**src/verilog/cps_pkg.sv**
```systemverilog
package cps_pkg;

  // ADC row and packed word geometry
  localparam int NUM_CH     = 16;
  localparam int SAMPLE_W   = 16;
  localparam int WORD_W     = 32;
  localparam int ROW_W      = 6;
  localparam int COL_W      = 4;

  // Host register port
  localparam int REG_ADDR_W = 5;
  localparam int REG_DATA_W = 8;

  localparam logic [REG_ADDR_W-1:0] ADDR_CMD       = 5'd0;
  localparam logic [REG_ADDR_W-1:0] ADDR_ROW_START = 5'd1;
  localparam logic [REG_ADDR_W-1:0] ADDR_ROW_END   = 5'd2;
  localparam logic [REG_ADDR_W-1:0] ADDR_COL_START = 5'd3;
  localparam logic [REG_ADDR_W-1:0] ADDR_COL_END   = 5'd4;
  localparam logic [REG_ADDR_W-1:0] ADDR_STATUS    = 5'd5;

  // Bits of a command register write, one pulse per set bit
  localparam int CMD_START_BIT = 0;
  localparam int CMD_STOP_BIT  = 1;
  localparam int CMD_SET_BIT   = 2;
  localparam int CMD_RESET_BIT = 3;

  // Run state, also reported in the status register
  typedef enum logic [1:0] {
    IDLE    = 2'd0,
    ARMED   = 2'd1,
    CAPTURE = 2'd2,
    DRAIN   = 2'd3
  } run_state_t;

endpackage

```
**src/verilog/cmd_regs.sv**
```systemverilog
module cmd_regs import cps_pkg::*; (
  input  logic                  clk,
  input  logic                  arst_n,
  input  logic                  reg_wr,
  input  logic                  reg_rd,
  input  logic [REG_ADDR_W-1:0] reg_addr,
  input  logic [REG_DATA_W-1:0] reg_wdata,
  input  run_state_t            run_state,
  input  logic                  overflow,
  input  logic                  fifo_empty,
  output logic [REG_DATA_W-1:0] reg_rdata,
  output logic [ROW_W-1:0]      row_start,
  output logic [ROW_W-1:0]      row_end,
  output logic [COL_W-1:0]      col_start,
  output logic [COL_W-1:0]      col_end,
  output logic                  start_pulse,
  output logic                  stop_pulse,
  output logic                  soft_rst
);

  logic [ROW_W-1:0] shadow_row_start;
  logic [ROW_W-1:0] shadow_row_end;
  logic [COL_W-1:0] shadow_col_start;
  logic [COL_W-1:0] shadow_col_end;
  logic             set_pulse;
  logic             cmd_wr;

  assign cmd_wr = reg_wr && (reg_addr == ADDR_CMD);

  // Shadow copy, written directly by the host
  always_ff @(posedge clk or negedge arst_n) begin
    if (!arst_n) begin
      shadow_row_start <= '0;
      shadow_row_end   <= '1;
      shadow_col_start <= '0;
      shadow_col_end   <= '1;
    end else if (reg_wr) begin
      case (reg_addr)
        ADDR_ROW_START: shadow_row_start <= reg_wdata[ROW_W-1:0];
        ADDR_ROW_END:   shadow_row_end   <= reg_wdata[ROW_W-1:0];
        ADDR_COL_START: shadow_col_start <= reg_wdata[COL_W-1:0];
        ADDR_COL_END:   shadow_col_end   <= reg_wdata[COL_W-1:0];
        default: ;
      endcase
    end
  end

  // Command register holds no value, each set bit gives one pulse
  always_ff @(posedge clk or negedge arst_n) begin
    if (!arst_n) begin
      start_pulse <= 1'b0;
      stop_pulse  <= 1'b0;
      set_pulse   <= 1'b0;
      soft_rst    <= 1'b0;
    end else begin
      start_pulse <= cmd_wr && reg_wdata[CMD_START_BIT];
      stop_pulse  <= cmd_wr && reg_wdata[CMD_STOP_BIT];
      set_pulse   <= cmd_wr && reg_wdata[CMD_SET_BIT];
      soft_rst    <= cmd_wr && reg_wdata[CMD_RESET_BIT];
    end
  end

  // Active window, full frame until the first set
  always_ff @(posedge clk or negedge arst_n) begin
    if (!arst_n) begin
      row_start <= '0;
      row_end   <= '1;
      col_start <= '0;
      col_end   <= '1;
    end else if (set_pulse) begin
      row_start <= shadow_row_start;
      row_end   <= shadow_row_end;
      col_start <= shadow_col_start;
      col_end   <= shadow_col_end;
    end
  end

  always_ff @(posedge clk or negedge arst_n) begin
    if (!arst_n) begin
      reg_rdata <= '0;
    end else if (reg_rd) begin
      case (reg_addr)
        ADDR_ROW_START: reg_rdata <= REG_DATA_W'(shadow_row_start);
        ADDR_ROW_END:   reg_rdata <= REG_DATA_W'(shadow_row_end);
        ADDR_COL_START: reg_rdata <= REG_DATA_W'(shadow_col_start);
        ADDR_COL_END:   reg_rdata <= REG_DATA_W'(shadow_col_end);
        ADDR_STATUS:    reg_rdata <= REG_DATA_W'({run_state, fifo_empty, overflow});
        default:        reg_rdata <= '0; // Command reg reads zero
      endcase
    end
  end

endmodule

```
**config.mk**
```make
export PLATFORM = sky130hd
export DESIGN_NAME = cmd_regs
export DESIGN_NICKNAME = d
export VERILOG_FILES = /design/src/verilog/cps_pkg.sv /design/src/verilog/cmd_regs.sv
export SDC_FILE = /design/constraint.sdc
export NUM_CORES = 1
export LEC_CHECK = 0
export BUFFER_PORTS_ARGS = -buffer_cell sky130_fd_sc_hd__buf_2
export CAP_MARGIN = 10
export CORE_ASPECT_RATIO = 1.5
export CORE_MARGIN = 3
export CORE_UTILIZATION = 45
export DETAILED_ROUTE_END_ITERATION = 7
export PLACE_DENSITY = 0.69
export SYNTH_ARGS = -nofsm -noshare
export SYNTH_HDL_FRONTEND = slang
export SYNTH_SLANG_ARGS = --single-unit
```
**constraint.sdc**
```tcl
create_clock -name clk -period 1.3 [get_ports clk]
set_input_delay 0.26 -clock clk [delete_from_list [all_inputs] [get_ports clk]]
set_output_delay 0.26 -clock clk [all_outputs]
set_load 0.01 [all_outputs]
```
==> metrics.cfg <==
[status]
status = finished, final reports clean

[critical_path]
worstRegToRegCells = 3
cp_max_fo = 2
r2r-start = shadow_col_end[2]
critPathBufInv = 1
critPathCaptureType = primary output
path_cells = buf_2
worstReg2RegEnd = reg_rdata[2]
cp.required_ns = 1.04
cp_slowest_cell = dfstp_2
startpoint_type = register
cp_top_family = flip-flops
path_class = reg -> out
slowest_delay_ns = 0.53
rrSetupSlack_ns = 0.24
arrival_ns = 0.95

[clock_network]
postCtsSetupBuffers = 0
clock_path_buffers = 2
insertion_delay_ns = 0.30
cts_buffers = 5
htree_levels = 2
clk_pin_slew_ns = 0.09
post_cts_resized = 0
cts_tree = done
cts_sinks = 50
clockRootBuffer = clkbuf_8
postCtsHoldBufs = 1

[power]
leakagePower_uw = 0.00130
power_density_nw_per_um2 = 1250
irDropWorstVdd_mv = 0.877
power.total_uw = 3350

[place]
io_buffers = 47
placed_cells_incl_taps = 262
hpwl_mm = 3.29
gp_congestion = 0.857

[min_path]
min_path_cells = 2
min-delay-start = reg_wdata[4]
hold_end = shadow_row_start[4]
min_path_type = in -> reg

[timing]
min_period_ns = 1.21
drv_slew = 0
finalSetupTns_ns = 0
finClkSkew_ns = 0.00769
rsz0062_at_grt = no
finalSetupViolCount = 0
max_freq_ghz = 0.824
finalCritPeriodShare_pct = 93.4
finalHoldViolations = 0

[global_route]
grt_pass1_vias = 1480
grt_first_pass_wirelength_mm = 7.51
overflow = 0
grt_max_degree = 51
track_usage_pct = 17.1
grt_antenna_before_repair = 0

[logic_synthesis]
synthDistinctLibCells = 25
ys_seq_area_share_pct = 58.8
ys_warn_count = 0
synth_area_per_cell_um2 = 14.9
synth_area_leaders = dfrtp_1 (35%), dfstp_2 (24%), mux2_2 (22%)
synth.top_cell.area_share_pct = 34.6
synth_largest_area_cell = dfrtp_1
synth_cells = 146
syn-cell-area_um2 = 2170
ys_seq_elements = 50

[detailed_routing]
wl_per_cell_um = 16.2
wl_mm = 4.40
first_iter_violations = 49
drc_errors = 0
drt_first_pass_iters = 4
via_per_inst = 5.13
ant_nets = 0
vias = 1391

[job]
maxCapViolCount = 0

[floorplan]
core_um2 = 4580
ios = 52
initial_utilization_pct = 47.4
rows = 30
die_height_um = 91.1
die_w_um = 62.7
die_area_um2 = 5710

[final_layout]
nets = 227
diodes = 0
nFillCells = 402
areaGrowthSynthToFinish_pct = 23.6
fin_cells = 271
drive_gt1_share_pct = 70.0

## layout make-up
class	instances	area (um2)	share of cell area, %
Inverter	2	7.51	0.280
Clock buffer	6	82.6	3.08
Timing Repair Buffer	62	388	14.5
Multi-Input combinational cell	85	836	31.2
Tap cell	64	80.1	2.99
Clock inverter	2	12.5	0.466
Sequential cell	50	1280	47.6
## worst max-delay path by stage
| stage | end | depth (start not counted) | start |
|---|---|---|---|
| finish | row_end[1] | 1 | row_end[1] |
| CTS | row_end[5] | 1 | row_end[5] |
| floorplan | shadow_row_start[0] | 4 | reg_addr[2] |
| detailed placement | shadow_row_start[1] | 5 | reg_addr[2] |
| global placement | shadow_row_start[2] | 5 | reg_addr[2] |
| global route | row_end[1] | 1 | row_end[1] |
## metal layers
metal | global-route usage, % | up-vias | share of wire [%]
met4 | 8.84 | 0 | 2.9
met3 | 4.33 | 11 | 4.2
li1 | - | 650 | -
met2 | 29.0 | 40 | 54
met1 | 19.7 | 690 | 39
met5 | 0 | - | 0
## Yosys cell counts (all sizes together)
cell and instances:
nor2 4, inv 2, conb 1, clkbuf 3, nand3 4, nor4b 1
mux2 48, dfstp 20, a32oi 4, nor4 1, and4 1, a31oi 4
dfrtp 30, nand2 2, a22oi 2, nor2b 2, and3 6, nor3 1
o22ai 2, and2b 1, buf 7
## power by group
part	internal, uW	leakage [uW]	total [uW]	switching (uW)
sequential	1800	0.000607	1930	132
combinational	289	0.000645	507	219
clock	428	0.0000472	915	487
total	2520	0.00130	3350	837
## metrics by stage
stage | hold WS, ns | instance area [um2] | setup WS, ns | utilization, %
2_1_floorplan | -0.0356 | 2180 | -0.0940 | -
3_3_place_gp | 0.260 | 2580 | -0.174 | 56.3
3_5_place_dp | 0.267 | 2580 | -0.185 | 56.3
4_1_cts | 0.196 | 2680 | 0.0684 | 58.6
5_1_grt | 0.202 | 2680 | 0.0437 | 58.6
6_report | 0.209 | 2680 | 0.0857 | 58.6
## sequential cells by signal, indices dropped and copies added (netlist names)
name and flops:
row_start 6, shadow_col_end 4, row_end 6, stop_pulse 1
start_pulse 1, shadow_row_start 6, set_pulse 1, col_start 4
shadow_col_start 4, soft_rst 1, reg_rdata 6, shadow_row_end 6
col_end 4
## cell families (layout without fill, tap and decap cells)
logic type	count (synthesis)	in the layout	synth area share (%)
AOI/OAI and AO/OA	12	12	4.03
buffers and inverters	12	72	3.28
DFF	50	50	58.8
muxes	48	48	25.9
other	1	2	0.173
and+or+nand+nor	23	23	7.78
## layout by cell type, fill, tap and decap left out
cell type,instances
and3_1,2
and4_1,1
nor2b_1,1
nor4_4,1
nor2_1,4
clkbuf_8,6
buf_2,47
buf_4,11
a31oi_1,4
mux2_2,42
a32oi_1,4
clkinv_2,1
and3_2,4
nor3_4,1
a22oi_1,2
mux2_4,6
dfstp_2,20
nor2b_2,1
nand2_1,2
inv_1,2
dfrtp_1,30
and2b_1,1
o22ai_1,2
conb_1,2
nand3_1,4
clkinvlp_4,1
nor4b_4,1
dlygate4sd3_1,1
buf_12,3
Note: power is estimated with default switching activity, not from simulation.
