==> src/verilog/cps_pkg.sv <==
package cps_pkg;

  // ADC row and packed word geometry
  localparam int NUM_CH     = 16;
  localparam int SAMPLE_W   = 16;
  localparam int WORD_W     = 32;
  localparam int ROW_W      = 6;
  localparam int COL_W      = 4;

  // Host register port
  localparam int REG_ADDR_W = 5;
  localparam int REG_DATA_W = 8;

  localparam logic [REG_ADDR_W-1:0] ADDR_CMD       = 5'd0;
  localparam logic [REG_ADDR_W-1:0] ADDR_ROW_START = 5'd1;
  localparam logic [REG_ADDR_W-1:0] ADDR_ROW_END   = 5'd2;
  localparam logic [REG_ADDR_W-1:0] ADDR_COL_START = 5'd3;
  localparam logic [REG_ADDR_W-1:0] ADDR_COL_END   = 5'd4;
  localparam logic [REG_ADDR_W-1:0] ADDR_STATUS    = 5'd5;

  // Bits of a command register write, one pulse per set bit
  localparam int CMD_START_BIT = 0;
  localparam int CMD_STOP_BIT  = 1;
  localparam int CMD_SET_BIT   = 2;
  localparam int CMD_RESET_BIT = 3;

  // Run state, also reported in the status register
  typedef enum logic [1:0] {
    IDLE    = 2'd0,
    ARMED   = 2'd1,
    CAPTURE = 2'd2,
    DRAIN   = 2'd3
  } run_state_t;

endpackage

==> src/verilog/frame_packer.sv <==
module frame_packer import cps_pkg::*; #(
  parameter int NUM_ROWS = 64
) (
  input  logic                       clk,
  input  logic                       arst_n,
  input  logic                       soft_rst,
  input  logic                       sample_valid,
  input  logic [NUM_CH*SAMPLE_W-1:0] adc_data,
  input  logic [ROW_W-1:0]           row_start,
  input  logic [ROW_W-1:0]           row_end,
  input  logic [COL_W-1:0]           col_start,
  input  logic [COL_W-1:0]           col_end,
  output logic                       word_valid,
  output logic [WORD_W-1:0]          word_data,
  output logic                       frame_start,
  output logic                       frame_end
);

  localparam logic [ROW_W-1:0] LAST_ROW = ROW_W'(NUM_ROWS - 1);
  localparam int               PAD_W    = WORD_W - ROW_W - COL_W - SAMPLE_W;

  logic [ROW_W-1:0]           row_cnt;    // Row of the next strobe
  logic [ROW_W-1:0]           row_q;
  logic [NUM_CH*SAMPLE_W-1:0] row_buf;
  logic                       scanning;
  logic [COL_W-1:0]           col;
  logic [COL_W-1:0]           col_end_q;
  logic                       last_row_q;
  logic [ROW_W-1:0]           final_row;
  logic                       in_window;
  logic [SAMPLE_W-1:0]        sample;

  // A row_end past the frame is clamped to the last real row
  assign final_row = (row_end > LAST_ROW) ? LAST_ROW : row_end;
  assign in_window = (row_cnt >= row_start) && (row_cnt <= row_end) &&
                     (col_start <= col_end);

  assign frame_start = sample_valid && (row_cnt == '0);

  always_ff @(posedge clk or negedge arst_n) begin
    if (!arst_n) begin
      row_cnt <= '0;
    end else if (soft_rst) begin
      row_cnt <= '0;
    end else if (sample_valid) begin
      if (row_cnt == LAST_ROW) begin
        row_cnt <= '0;
      end else begin
        row_cnt <= row_cnt + 1'b1;
      end
    end
  end

  always_ff @(posedge clk) begin
    if (sample_valid) begin
      row_buf <= adc_data;
      row_q   <= row_cnt;
    end
  end

  // Column scan, window end captured with the row
  always_ff @(posedge clk or negedge arst_n) begin
    if (!arst_n) begin
      scanning   <= 1'b0;
      col        <= '0;
      col_end_q  <= '0;
      last_row_q <= 1'b0;
    end else if (soft_rst) begin
      scanning <= 1'b0;
    end else if (sample_valid) begin
      scanning   <= in_window;
      col        <= col_start;
      col_end_q  <= col_end;
      last_row_q <= (row_cnt == final_row);
    end else if (scanning) begin
      if (col == col_end_q) begin
        scanning <= 1'b0;
      end else begin
        col <= col + 1'b1;
      end
    end
  end

  assign sample     = row_buf[col*SAMPLE_W +: SAMPLE_W];
  assign word_valid = scanning;
  assign word_data  = {row_q, col, {PAD_W{1'b0}}, sample};
  assign frame_end  = scanning && last_row_q && (col == col_end_q);

endmodule

==> config.mk <==
export PLATFORM = sky130hd
export DESIGN_NAME = frame_packer
export DESIGN_NICKNAME = d
export VERILOG_FILES = /design/src/verilog/cps_pkg.sv /design/src/verilog/frame_packer.sv
export SDC_FILE = /design/constraint.sdc
export NUM_CORES = 1
export LEC_CHECK = 0
export BUFFER_PORTS_ARGS = -buffer_cell sky130_fd_sc_hd__buf_4
export CORE_ASPECT_RATIO = 0.6
export CORE_MARGIN = 5
export CORE_UTILIZATION = 34
export CTS_BUF_LIST = sky130_fd_sc_hd__clkbuf_4 sky130_fd_sc_hd__clkbuf_8
export CTS_CLUSTER_DIAMETER = 40
export CTS_CLUSTER_SIZE = 12
export DETAILED_ROUTE_END_ITERATION = 16
export SYNTH_ARGS = -nofsm -noshare
export SYNTH_HDL_FRONTEND = slang
export SYNTH_SLANG_ARGS = --single-unit
==> constraint.sdc <==
create_clock -name clk -period 3 [get_ports clk]
set_input_delay 0.3 -clock clk [delete_from_list [all_inputs] [get_ports clk]]
set_output_delay 0.3 -clock clk [all_outputs]
set_load 0.03 [all_outputs]
==> results of run 1 <==
-- cells by family after synthesis --
group | after synthesis | share of synthesized area
flip-flops | 278 | 0.7444
multiplexers | 87 | 0.1691
buffers and inverters | 48 | 0.02298
AND/OR/NAND/NOR | 39 | 0.01859
AO/OA/AOI/OAI | 30 | 0.01848
adder cells (fa/ha/maj) | 19 | 0.02140
XOR/XNOR | 6 | 0.004731
other | 1 | 0.0003376
-- cell usage after synthesis (all sizes together), types with 2 or more instances --
master	instances	area share
nand3	2	0.00090
nand4	3	0.0017
nand2	8	0.0027
o31a	2	0.0016
mux4	80	0.16
nor3	2	0.00090
xor2	6	0.0047
mux2	5	0.0051
mux2i	2	0.0018
edfxtp	262	0.71
buf	21	0.014
o211ai	4	0.0027
o21ai	3	0.0014
inv	20	0.0068
nand2b	3	0.0017
clkbuf	7	0.0024
dfrtp	16	0.036
ha	19	0.021
and3	3	0.0017
nor2	8	0.0027
a21oi	12	0.0054
or3	3	0.0017
-- through the flow --
stage,std cells,hold WS [ns]
floorplan,513,0.004409
global placement,1226,0.1800
detailed placement,1226,0.1770
==> reports/qor.txt, run 1 <==
Pre-CTS setup slack: 0.5968 ns
Post-synthesis async set-or-reset flop share: 0.05755
Warnings, synthesis: 0
# rows: 51
Synth Register Bits: 278
Syn avg cell area: 21.86 sq um
Top FF cell, synth: edfxtp_1
EDFF count, synth: 262
Stopped at: 4_1_cts
Starting Density: 0.3433
Num CTS Buffers: 35
Clk root buf: clkbuf_8
I/O Pins: 315
Setup bufs post-CTS: 1
Seq/Total Area, Yosys: 0.7444
Final GP Congestion: 0.7714
Largest buffer count on any clock path: 3
Placed instance area: 13,930 sq um
Hold-fix buffers, CTS: 258
Die Wd: 243.3 um
First Err: [ERROR RSZ-0060] Max buffer count reached.
Post-DP HPWL: 20.08 mm
IO Port Bufs: 308
Clk sinks: 278
Netlist cell types: 43
Status: stopped before the end
Mapped Cells: 508
Vert. Die Dim: 150 um
Mapped cell area: 11,110 sq um
Post_cts resized: 0
H-tree Lvls: 2
==> inputs of run 2 (changes only) <==
==> config.mk (replaced) <==
export PLATFORM = sky130hd
export DESIGN_NAME = frame_packer
export DESIGN_NICKNAME = d
export VERILOG_FILES = /design/src/verilog/cps_pkg.sv /design/src/verilog/frame_packer.sv
export SDC_FILE = /design/constraint.sdc
export NUM_CORES = 1
export LEC_CHECK = 0
export BUFFER_PORTS_ARGS = -buffer_cell sky130_fd_sc_hd__buf_4
export CORE_MARGIN = 5
export CORE_UTILIZATION = 20
export DETAILED_ROUTE_END_ITERATION = 16
export PLACE_DENSITY_LB_ADDON = 0.15
export SYNTH_ARGS = -nofsm -noshare
export SYNTH_HDL_FRONTEND = slang
export SYNTH_SLANG_ARGS = --single-unit
==> run 2 against run 1 <==
Effect of this change: the run now ends clean; synthesized cell count did not move; area after synthesis did not move.
==> reports/qor.txt, run 2 <==
Status: complete, no violations
Sw frac: 0.2459
H-tree Lvls: 2
Slew Limit Fails: 0
Largest Register: row_buf
Clk root buf: clkbuf_16
Gate power share: 0.178
Crit share post-route: 0.9456
Max cap viols: 0
Drt total wl: 33.11 mm
Initial DRC Count: 304
Num CTS Buffers: 36
WL per Instance: 17.52 um
I/O Pins: 315
Unrepaired setup endpoints after global routing: false
R2R depth: 6
Clk network pwr share: 0.373
Post-synthesis async set-or-reset flop share: 0.05755
Fin crit period: 2.837 ns
Clk sinks: 278
Vias in the first global route: 8,352
Multi-input gate area: 2603 sq um
Hold WS: 0.06230 ns
Die area: 60,350 sq um
Worst slew pin tran: 0.9468 ns
Synth area leader: edfxtp_1
First-pass GRT wire length: 50.10 mm
Final GP Congestion: 0.7058
Pwr dens: 579.8 nW/um^2
Syn avg cell area: 21.86 sq um
Vert. Die Dim: 245.7 um
Most common cell after layout, fill and taps aside: buf_4
Count leader, synth: edfxtp_1
Worst Hold Class: input pin to flop
DR pass1 iterations: 4
Required time of the critical path: 2.70 ns
CP Capture Type: primary output
Post-DP HPWL: 22.29 mm
Relative slew slack: 0.3688
Clk_lat worst skew: 0.53 ns
ANT nets after route: 0
Final Skew: 0.01840 ns
CTS tree: yes
Netlist cell types: 43
Die Wd: 245.7 um
Setup CP Type: flop to primary output
Placed instance area: 14,370 sq um
Filler Cells Inserted: 5,399
Seq/Total Area, Yosys: 0.7444
Vias: 7,073
Final Cell Area: 18,140 sq um
Gr usage total: 0.1089
Fmax: 352.5 MHz
Kind of start point of the critical path: flop
Synth Register Bits: 278
EDFF count, synth: 262
Max VDD drop: 0.0003466 V
Crit path DAT: 2.54 ns
Share of the synthesized area in the top cell type: 0.7083
Initial antenna violation count: 7
IO Port Bufs: 308
Max reg flops: 256
R2r setup slk: 0.65 ns
Top FF cell, synth: edfxtp_1
NetSw: 0.002587 W
Warnings, synthesis: 0
Hold Path Depth: 3
# DRC: 0
Mapped cell area: 11,110 sq um
Largest buffer count on any clock path: 3
Most frequent cells in the layout: buf_4 (317), edfxtp_1 (262), dlygate4sd3_1 (261), mux4_2 (80), clkbuf_16 (37)
Int Power: 0.007932 W
Pin count of the biggest net entering global routing: 156
Top cells by area, synth: edfxtp_1 (71%), mux4_2 (16%), dfrtp_1 (3.6%), ha_1 (2.1%), inv_1 (0.68%)
Top cells by instance count after synthesis: edfxtp_1 (262), mux4_2 (80), inv_1 (20)
Endpoints failing setup: 0
Core area: 55,090 sq um
Clock transition at path regs: 0.05 ns
Worst Path Max Fanout: 24
Final Hold Fails: 0
Layout cell share with drive strength beyond 1: 0.4083
Starting Density: 0.2016
FF/Latch Area: 8278 sq um
Setup total negative slack: 0 ns
DR vias/cell: 3.742
GR Overflow Total: 0
Top Registers: row_buf x256, row_cnt x6, row_q x6
Final #Nets: 1,408
# rows: 86
Leakage: 6.942 nW
Mapped Cells: 508
Seq pwr share: 0.449
Area delta synth->final: 63.34%
## run 2: layout make-up
type	count	area share
diodes	8	0.001103
inverters	20	0.004138
clock buffers	44	0.05248
repair buffers	586	0.2837
clock inverters	19	0.007241
multi-input cells	187	0.1434
flip-flops and latches	278	0.4563
well taps	748	0.05159
## run 2: kinds of logic (layout without fill, tap and decap cells)
group,Yosys count,count (layout),synth area share
AND/OR/NAND/NOR,39,39,0.01859
multiplexers,87,87,0.1691
flip-flops,278,278,0.7444
XOR/XNOR,6,6,0.004731
other,1,14,0.0003376
AO/OA/AOI/OAI,30,30,0.01848
buffers and inverters,48,669,0.02298
adder cells (fa/ha/maj),19,19,0.02140
## run 2: per-stage QoR
step | total power [W] | worst slack [ns] | std cells | utilization
2_1_floorplan | 0.005611 | 0.6047 | 513 | -
3_3_place_gp | 0.006398 | 0.4826 | 1552 | 0.2608
3_5_place_dp | 0.006399 | 0.4573 | 1552 | 0.2608
4_1_cts | 0.01076 | 0.02540 | 1878 | 0.3284
5_1_grt | 0.01105 | 0.03766 | 1888 | 0.3292
6_report | 0.01052 | 0.1632 | 1890 | 0.3293
## run 2: what timing repair did
action	CTS	global route
resized for setup	0	0
hold buffers	261	0
buffers inserted	2	4
hold endpoints to repair	276	0
endpoints found under the setup margin	11	1
## run 2: path summary, 6_finish.rpt
kind | endpoint | start
hold / removal | col[3]$_DFFE_PN0P_ | col_start[3]
setup reg to reg | col[1]$_DFFE_PN0P_ | col[1]$_DFFE_PN0P_
hold reg to reg | last_row_q$_DFFE_PN0P_ | last_row_q$_DFFE_PN0P_
min in group asynchronous | col[1]$_DFFE_PN0P_ | arst_n
setup / recovery | word_data[2] | col[0]$_DFFE_PN0P_
max in group asynchronous | col[2]$_DFFE_PN0P_ | arst_n
## run 2: power by group through the flow
stage               Sequential, W  Combinational (W)  Clock [W]
detailed placement        0.00484            0.00156          0
finish                    0.00472            0.00187    0.00393
floorplan                 0.00474           0.000867          0
global route              0.00475            0.00200    0.00429
CTS                       0.00474            0.00189    0.00412
global placement          0.00484            0.00156          0
## run 2: worst max-delay path, stage by stage, from the launching register on
cell,delay [ns]
dfrtp_4,0.51
buf_12,0.24
mux4_2,0.52
mux4_2,0.51
buf_4,0.19
## run 2: layer usage
metal	vias to the layer above	part of all wire	GRT usage
met2	245	0.49	0.1838
met5	-	0	0
li1	3320	-	-
met4	0	0.025	0.03610
met1	3455	0.42	0.1333
met3	53	0.067	0.03337
(Power assumes the default switching activity.)
