`config.mk`:
```
export PLATFORM = sky130hd
export DESIGN_NAME = run_control
export DESIGN_NICKNAME = d
export VERILOG_FILES = /design/src/verilog/cps_pkg.sv /design/src/verilog/run_control.sv
export SDC_FILE = /design/constraint.sdc
export NUM_CORES = 1
export LEC_CHECK = 0
export ABC_AREA = 0
export BUFFER_PORTS_ARGS = -buffer_cell sky130_fd_sc_hd__buf_2
export CAP_MARGIN = 15
export CORE_AREA = 3 3 40 42
export CTS_CLUSTER_DIAMETER = 100
export CTS_CLUSTER_SIZE = 25
export DETAILED_ROUTE_END_ITERATION = 12
export DIE_AREA = 0 0 43 45
export PLACE_DENSITY_LB_ADDON = 0.25
export SLEW_MARGIN = 20
export SYNTH_ARGS = -nofsm -noshare
export SYNTH_HDL_FRONTEND = slang
export SYNTH_SLANG_ARGS = --single-unit
```
`constraint.sdc`:
```
create_clock -name clk -period 1.1 [get_ports clk]
set_clock_uncertainty 0.15 [all_clocks]
set_input_delay 0.11 -clock clk [delete_from_list [all_inputs] [get_ports clk]]
set_output_delay 0.11 -clock clk [all_outputs]
set_load 0.02 [all_outputs]
```
`src/verilog/cps_pkg.sv`:
```
package cps_pkg;

  // ADC row and packed word geometry
  localparam int NUM_CH     = 16;
  localparam int SAMPLE_W   = 16;
  localparam int WORD_W     = 32;
  localparam int ROW_W      = 6;
  localparam int COL_W      = 4;

  // Host register port
  localparam int REG_ADDR_W = 5;
  localparam int REG_DATA_W = 8;

  localparam logic [REG_ADDR_W-1:0] ADDR_CMD       = 5'd0;
  localparam logic [REG_ADDR_W-1:0] ADDR_ROW_START = 5'd1;
  localparam logic [REG_ADDR_W-1:0] ADDR_ROW_END   = 5'd2;
  localparam logic [REG_ADDR_W-1:0] ADDR_COL_START = 5'd3;
  localparam logic [REG_ADDR_W-1:0] ADDR_COL_END   = 5'd4;
  localparam logic [REG_ADDR_W-1:0] ADDR_STATUS    = 5'd5;

  // Bits of a command register write, one pulse per set bit
  localparam int CMD_START_BIT = 0;
  localparam int CMD_STOP_BIT  = 1;
  localparam int CMD_SET_BIT   = 2;
  localparam int CMD_RESET_BIT = 3;

  // Run state, also reported in the status register
  typedef enum logic [1:0] {
    IDLE    = 2'd0,
    ARMED   = 2'd1,
    CAPTURE = 2'd2,
    DRAIN   = 2'd3
  } run_state_t;

endpackage

```
`src/verilog/run_control.sv`:
```
module run_control import cps_pkg::*; (
  input  logic       clk,
  input  logic       arst_n,
  input  logic       soft_rst,
  input  logic       start_pulse,
  input  logic       stop_pulse,
  input  logic       frame_start,
  input  logic       frame_end,
  input  logic       word_valid,
  input  logic       fifo_full,
  output logic       fifo_wr,
  output run_state_t run_state,
  output logic       overflow
);

  run_state_t state_next;
  logic       capturing;

  // Words pass only between a frame start and the frame end after stop
  assign capturing = (run_state == CAPTURE) || (run_state == DRAIN);
  assign fifo_wr   = word_valid && capturing && !fifo_full;

  always_comb begin
    state_next = run_state;
    case (run_state)
      IDLE: begin
        if (start_pulse) begin
          state_next = ARMED;
        end
      end
      ARMED: begin
        if (stop_pulse) begin
          state_next = IDLE;
        end else if (frame_start) begin
          state_next = CAPTURE;
        end
      end
      CAPTURE: begin
        // Stop on the last word closes this frame at once
        if (stop_pulse && frame_end) begin
          state_next = IDLE;
        end else if (stop_pulse) begin
          state_next = DRAIN;
        end
      end
      DRAIN: begin
        if (frame_end) begin
          state_next = IDLE;
        end
      end
      default: state_next = IDLE;
    endcase
  end

  always_ff @(posedge clk or negedge arst_n) begin
    if (!arst_n) begin
      run_state <= IDLE;
    end else if (soft_rst) begin
      run_state <= IDLE;
    end else begin
      run_state <= state_next;
    end
  end

  // Sticky until soft reset
  always_ff @(posedge clk or negedge arst_n) begin
    if (!arst_n) begin
      overflow <= 1'b0;
    end else if (soft_rst) begin
      overflow <= 1'b0;
    end else if (word_valid && capturing && fifo_full) begin
      overflow <= 1'b1; // Word dropped
    end
  end

endmodule

```
==> results of run 1 <==
==> flip-flops by register name, indices dropped and copies added, names as in the netlist <==
register,flops
run_state,2
overflow,1
==> power groups by stage <==
stage	clock network [mW]	logic (mW)	registers, mW
floorplan	0	0.0168	0.132
global placement	0	0.0504	0.126
detailed placement	0	0.0523	0.126
CTS	0.205	0.0622	0.124
global route	0.214	0.0857	0.127
finish	0.193	0.0779	0.126
==> through the flow <==
step	area, µm²	utilization [%]
finish	335	26.1
global route	335	26.1
CTS	294	22.9
detailed placement	231	18.0
global placement	231	18.0
floorplan	153	-
==> layer usage <==
layer | vias to the layer above | track usage (%) | share of wire [%]
met5 | - | 0 | 0
met4 | 0 | 3.61 | 0
met3 | 0 | 5.18 | 13
met2 | 13 | 8.38 | 45
met1 | 91 | 7.04 | 42
li1 | 101 | - | -
==> synthesized netlist by cell type, drive strengths merged <==
cell / instances
dfrtp: 3
a21oi: 2
nand2: 1
a31oi: 1
nor2: 3
o21bai: 1
o21ai: 2
nor4bb: 1
or2: 1
a211oi: 1
==> repair_timing <==
action / in CTS / in global routing
endpoints found under the setup margin: 2 / 5
resized for setup: 3 / 7
hold buffers: 2 / 0
hold endpoints to repair: 6 / 0
pin swaps: 1 / 0
buffers inserted: 1 / 2
==> worst max-delay path, cell delays in order, from the launching register on <==
cell and delay (ns):
dfrtp_2 0.43, buf_4 0.14, buf_6 0.12
==> how the worst max path moves through the flow <==
stage                 start            to  cells past startpoint
5_1_grt        run_state[1]       fifo_wr                      3
6_report       run_state[1]  run_state[1]                      2
4_1_cts        run_state[1]       fifo_wr                      3
3_5_place_dp   run_state[0]  run_state[0]                      3
3_3_place_gp   run_state[1]  run_state[1]                      3
2_1_floorplan  run_state[0]  run_state[0]                      3
==> kinds of logic (layout without fill, tap and decap cells) <==
group                  Yosys count  count (layout)  share of synthesized area, %
AO/OA/AOI/OAI                    7               7                          28.0
flip-flops                       3               3                          50.8
AND/OR/NAND/NOR                  6               6                          21.2
buffers and inverters            0              21                             0
==> final cells by class <==
class,instances,area (µm²),share of cell area [%]
timing repair buffer,17,121,36.2
multi-input combinational,13,91.3,27.2
sequential,3,77.6,23.1
clock buffer,4,26.3,7.84
tap,15,18.8,5.60
==> metrics.txt, run 1 <==
CP required 0.84 ns; status complete, but fails checks; Slew Limit Fails 0; gr usage total 6.34%; Seq cells post-synth 3; share of layout cells above drive strength 1 67.6%; worst r2r dst run_state[0]; n_diodes 0; Cells after Synth 16; # rows 13; CTS root buffer clkbuf_4; hold slack 0.0171 ns; grt total ovfl 0; worst-skew pair later-pin latency 0.23 ns; register area share after synthesis 50.8%; Initial Utilization 11.5%; Max Clk Rate 841 MHz; Synth top area share 50.8%; post-synth cell types 11; Max-slew headroom 81.7%; DRT Pass-1 Iters 1; crit-path max FO 5; largest net degree at the start of global routing 7; Nets 47; area grow syn2layout 127%; Power Dens Cells 1180 nW/µm²; clock group share of total power 48.6%; CP arrival 0.93 ns; detailed router's first-iteration violation count 0; number of antenna violations at the first check in global routing 0; Sw Share 24.9%; leakage power 0.155 nW; boundary pin count 13; final estimated routing congestion in global placement 0.643; RR Startpoint run_state[1]; Worst setup EP type output port; Die W 43 µm; hold wc startpoint word_valid; Fin. Hold Viols 0; Post-Layout Cell Count 52; Fin Setup TNS -0.223 ns; Worst setup SP type flop; Port Buf Inserts 12; drt wl/cell 10.2 µm; hold endpoint overflow; CORE AREA 1280 µm²; Least-Margin Pin Slew 0.270 ns; part of the cycle the worst path needs 108%; Max VDD drop 0.502 mV; synth top area cells dfrtp_1, nor2_1, a21oi_1, nor4bb_1, a211oi_1; # setup viols final 4; P_sw 0.0988 mW; Routed WL 530 µm; DRC Markers 0; CTS Buf Count 3; H-Tree Depth 1; global-route wire length before repair 821 µm; CTS tree built; flop-to-flop setup slack -0.04 ns; WHS Path Cells 3; Logic pwr share 19.7%; Worst R2R Path Depth 3; Int Pwr 0.297 mW; dpl ws 0.00854 ns; failing checks setup timing; CTS sink count 3; DR vias/cell 3.94; Flop pwr share 31.7%; commonest non-fill, non-tap cells in the layout buf_2, clkbuf_4, buf_6, buf_4; clock transition at the registers of the reported paths 0.04 ns; clk buf depth 2; Post-Syn Area 148 µm²; DRT antenna net count 0; DR vias 205; Synthesis Warnings 0; Die Height 45 µm; most common cell after layout, fill and taps aside buf_2; Mapped Nets 25; vias in the first global route 198; Crit Path Class reg -> out; fin crit period 1.19 ns; maxcap violations 0; Hold Crit Class in -> reg; Die Area 1940 µm²; Final Power 0.396 mW; Fill cells 147; syn_area_per_cell 9.23 µm²; Synth area leader dfrtp_1; RSZ-0062 raised after global routing true; final worst setup slack -0.0890 ns; dpl cells 43
No activity file was read; power rests on OpenSTA's default activity.
==> run 2, diff against run 1 <==
==> constraint.sdc (replaced) <==
create_clock -name clk -period 1.1 [get_ports clk]
set_clock_uncertainty 0.15 [all_clocks]
set_input_delay 0.11 -clock clk [delete_from_list [all_inputs] [get_ports clk]]
set_output_delay 0.11 -clock clk [all_outputs]
set_load 0.01 [all_outputs]
==> metrics.txt, run 2 (synthesized netlist as in run 1, its figures left out) <==
top flop regs run_state (2), overflow (1); detailed router's first-iteration violation count 3 (+3); share of layout cells above drive strength 1 55.6% (-12 points); flop-to-flop setup slack -0.02 ns (+0.02 ns); Least-Margin Pin Slew 0.209 ns (-0.0609 ns); hold endpoint run_state[0]; Power Dens Cells 1270 nW/µm² (+7.5%); RSZ-0062 raised after global routing true; maxcap violations 0 (unchanged); clock transition at the registers of the reported paths 0.04 ns (about the same); DR vias 213 (+3.9%); final worst setup slack -0.0643 ns (+0.0247 ns); CP arrival 0.90 ns (-0.03 ns); CORE AREA 1280 µm² (unchanged); hold slack 0.0103 ns (-0.00680 ns); Routed WL 480 µm (-9.4%); Worst setup SP type flop; CTS Buf Count 3 (unchanged); grt total ovfl 0 (unchanged); max reg flops 2 (unchanged); DRT Pass-1 Iters 2 (+1); status complete, but fails checks; Fin. Hold Viols 0 (unchanged); H-Tree Depth 1 (unchanged); gr usage total 6.18% (-0.17 points); CTS tree built; Fin Setup TNS -0.0846 ns (+0.139 ns); worst path cell trace nand2_1 -> nor2_1 -> buf_2; n_diodes 0 (unchanged); area grow syn2layout 105%; WHS Path Cells 3 (unchanged); Die W 43 µm (unchanged); Die Height 45 µm (unchanged); slowest CP cell dfrtp_2; boundary pin count 13 (unchanged); Worst setup EP type output port; Max VDD drop 0.448 mV (-11%); Crit Path Class reg -> out; RR Startpoint run_state[0]; Reg with most FFs run_state; Hold Crit Class in -> reg; DR vias/cell 4.18 (+5.9%); leakage power 0.149 nW (-4.1%); Finished Core Util 23.6% (-2.5 points); commonest non-fill, non-tap cells in the layout buf_2, nor2_1, clkbuf_4; failing checks setup timing; largest net degree at the start of global routing 6 (-1); fin crit period 1.16 ns (-0.0247 ns); # setup viols final 2 (-2); clk buf depth 2 (unchanged); # rows 13 (unchanged); worst r2r dst run_state[1]; hold wc startpoint frame_end; Critical path buffers and inverters 1 (-1); CTS root buffer clkbuf_4; DRC Markers 0 (unchanged); Die Area 1940 µm² (unchanged); drt wl/cell 9.41 µm (-7.7%); Nets 46 (-2.1%); cell family with the largest share of critical-path delay flip-flops; Worst R2R Path Depth 4 (+1); Initial Utilization 11.5% (unchanged); CP required 0.84 ns (about the same); Max-slew headroom 85.8% (+4.1 points); final estimated routing congestion in global placement 0.760 (+18%); max incr delay on CP 0.40 ns (-0.03 ns); global-route wire length before repair 821 µm (unchanged); Port Buf Inserts 12 (unchanged); crit-path max FO 5 (unchanged); most common cell after layout, fill and taps aside buf_2; worst-skew pair later-pin latency 0.23 ns (about the same); DRT antenna net count 0 (unchanged); number of antenna violations at the first check in global routing 0 (unchanged); part of the cycle the worst path needs 106% (-2.2 points); dpl hpwl 338 µm; Slew Limit Fails 0 (unchanged); Max Clk Rate 859 MHz (+2.1%); vias in the first global route 214 (+8.1%); CTS sink count 3 (unchanged)
run 2: final cells by class:
cell class | instances | area [µm²]
multi-input cells | 13 | 82.6
repair buffers | 16 | 98.8
well taps | 15 | 18.8
clock buffers | 4 | 26.3
fillers | 148 | 982
flip-flops and latches | 3 | 76.3
run 2: timing repair:
| action | 4_1_cts | 5_1_grt |
|---|---|---|
| pin swaps | 1 | 1 |
| hold buffers | 2 | 0 |
| resized for setup | 1 | 4 |
| buffers inserted | 2 | 0 |
| endpoints found under the hold margin | 6 | 0 |
| gates cloned | 0 | 0 |
| endpoints found under the setup margin | 3 | 4 |
run 2: worst max-delay path by stage:
stage                 start      endpoint  slack [ns]  depth (start not counted)
3_3_place_gp   run_state[0]  run_state[0]        0.04                          3
6_report       run_state[1]       fifo_wr       -0.06                          3
2_1_floorplan  run_state[0]  run_state[0]        0.02                          3
4_1_cts        run_state[1]       fifo_wr       -0.06                          3
3_5_place_dp   run_state[0]  run_state[0]      -0.006                          3
5_1_grt        run_state[1]       fifo_wr       -0.12                          3
run 2: worst register-to-register path, delay by kind of cell (launching register included):
| family | cells | cell delay [ns] |
|---|---|---|
| AOI/OAI and AO/OA | 1 | 0.11 |
| and+or+nand+nor | 2 | 0.20 |
| buffers and inverters | 1 | 0.14 |
| DFF | 1 | 0.41 |
run 2: metal layers:
metal | vias up | track usage, % | wire length, µm
met3 | 0 | 5.18 | 88
li1 | 100 | - | -
met5 | - | 0 | 0
met4 | 0 | 3.61 | 0
met1 | 98 | 6.55 | 195
met2 | 15 | 8.38 | 197
run 2: stage by stage:
stage               instance area, µm²  instances  total power, mW  worst slack [ns]
floorplan                          148         16            0.143            0.0191
finish                             303         51            0.385           -0.0643
global route                       303         51            0.413            -0.122
detailed placement                 226         43            0.171          -0.00556
CTS                                289         51            0.388           -0.0600
global placement                   226         43            0.169            0.0392
run 2: where the power goes:
part	total, mW	internal, mW	switching, mW	leakage (nW)
Clock	0.193	0.136	0.0570	0.0150
Combinational	0.0677	0.0402	0.0276	0.0951
Sequential	0.124	0.117	0.00703	0.0390
Total	0.385	0.293	0.0916	0.149
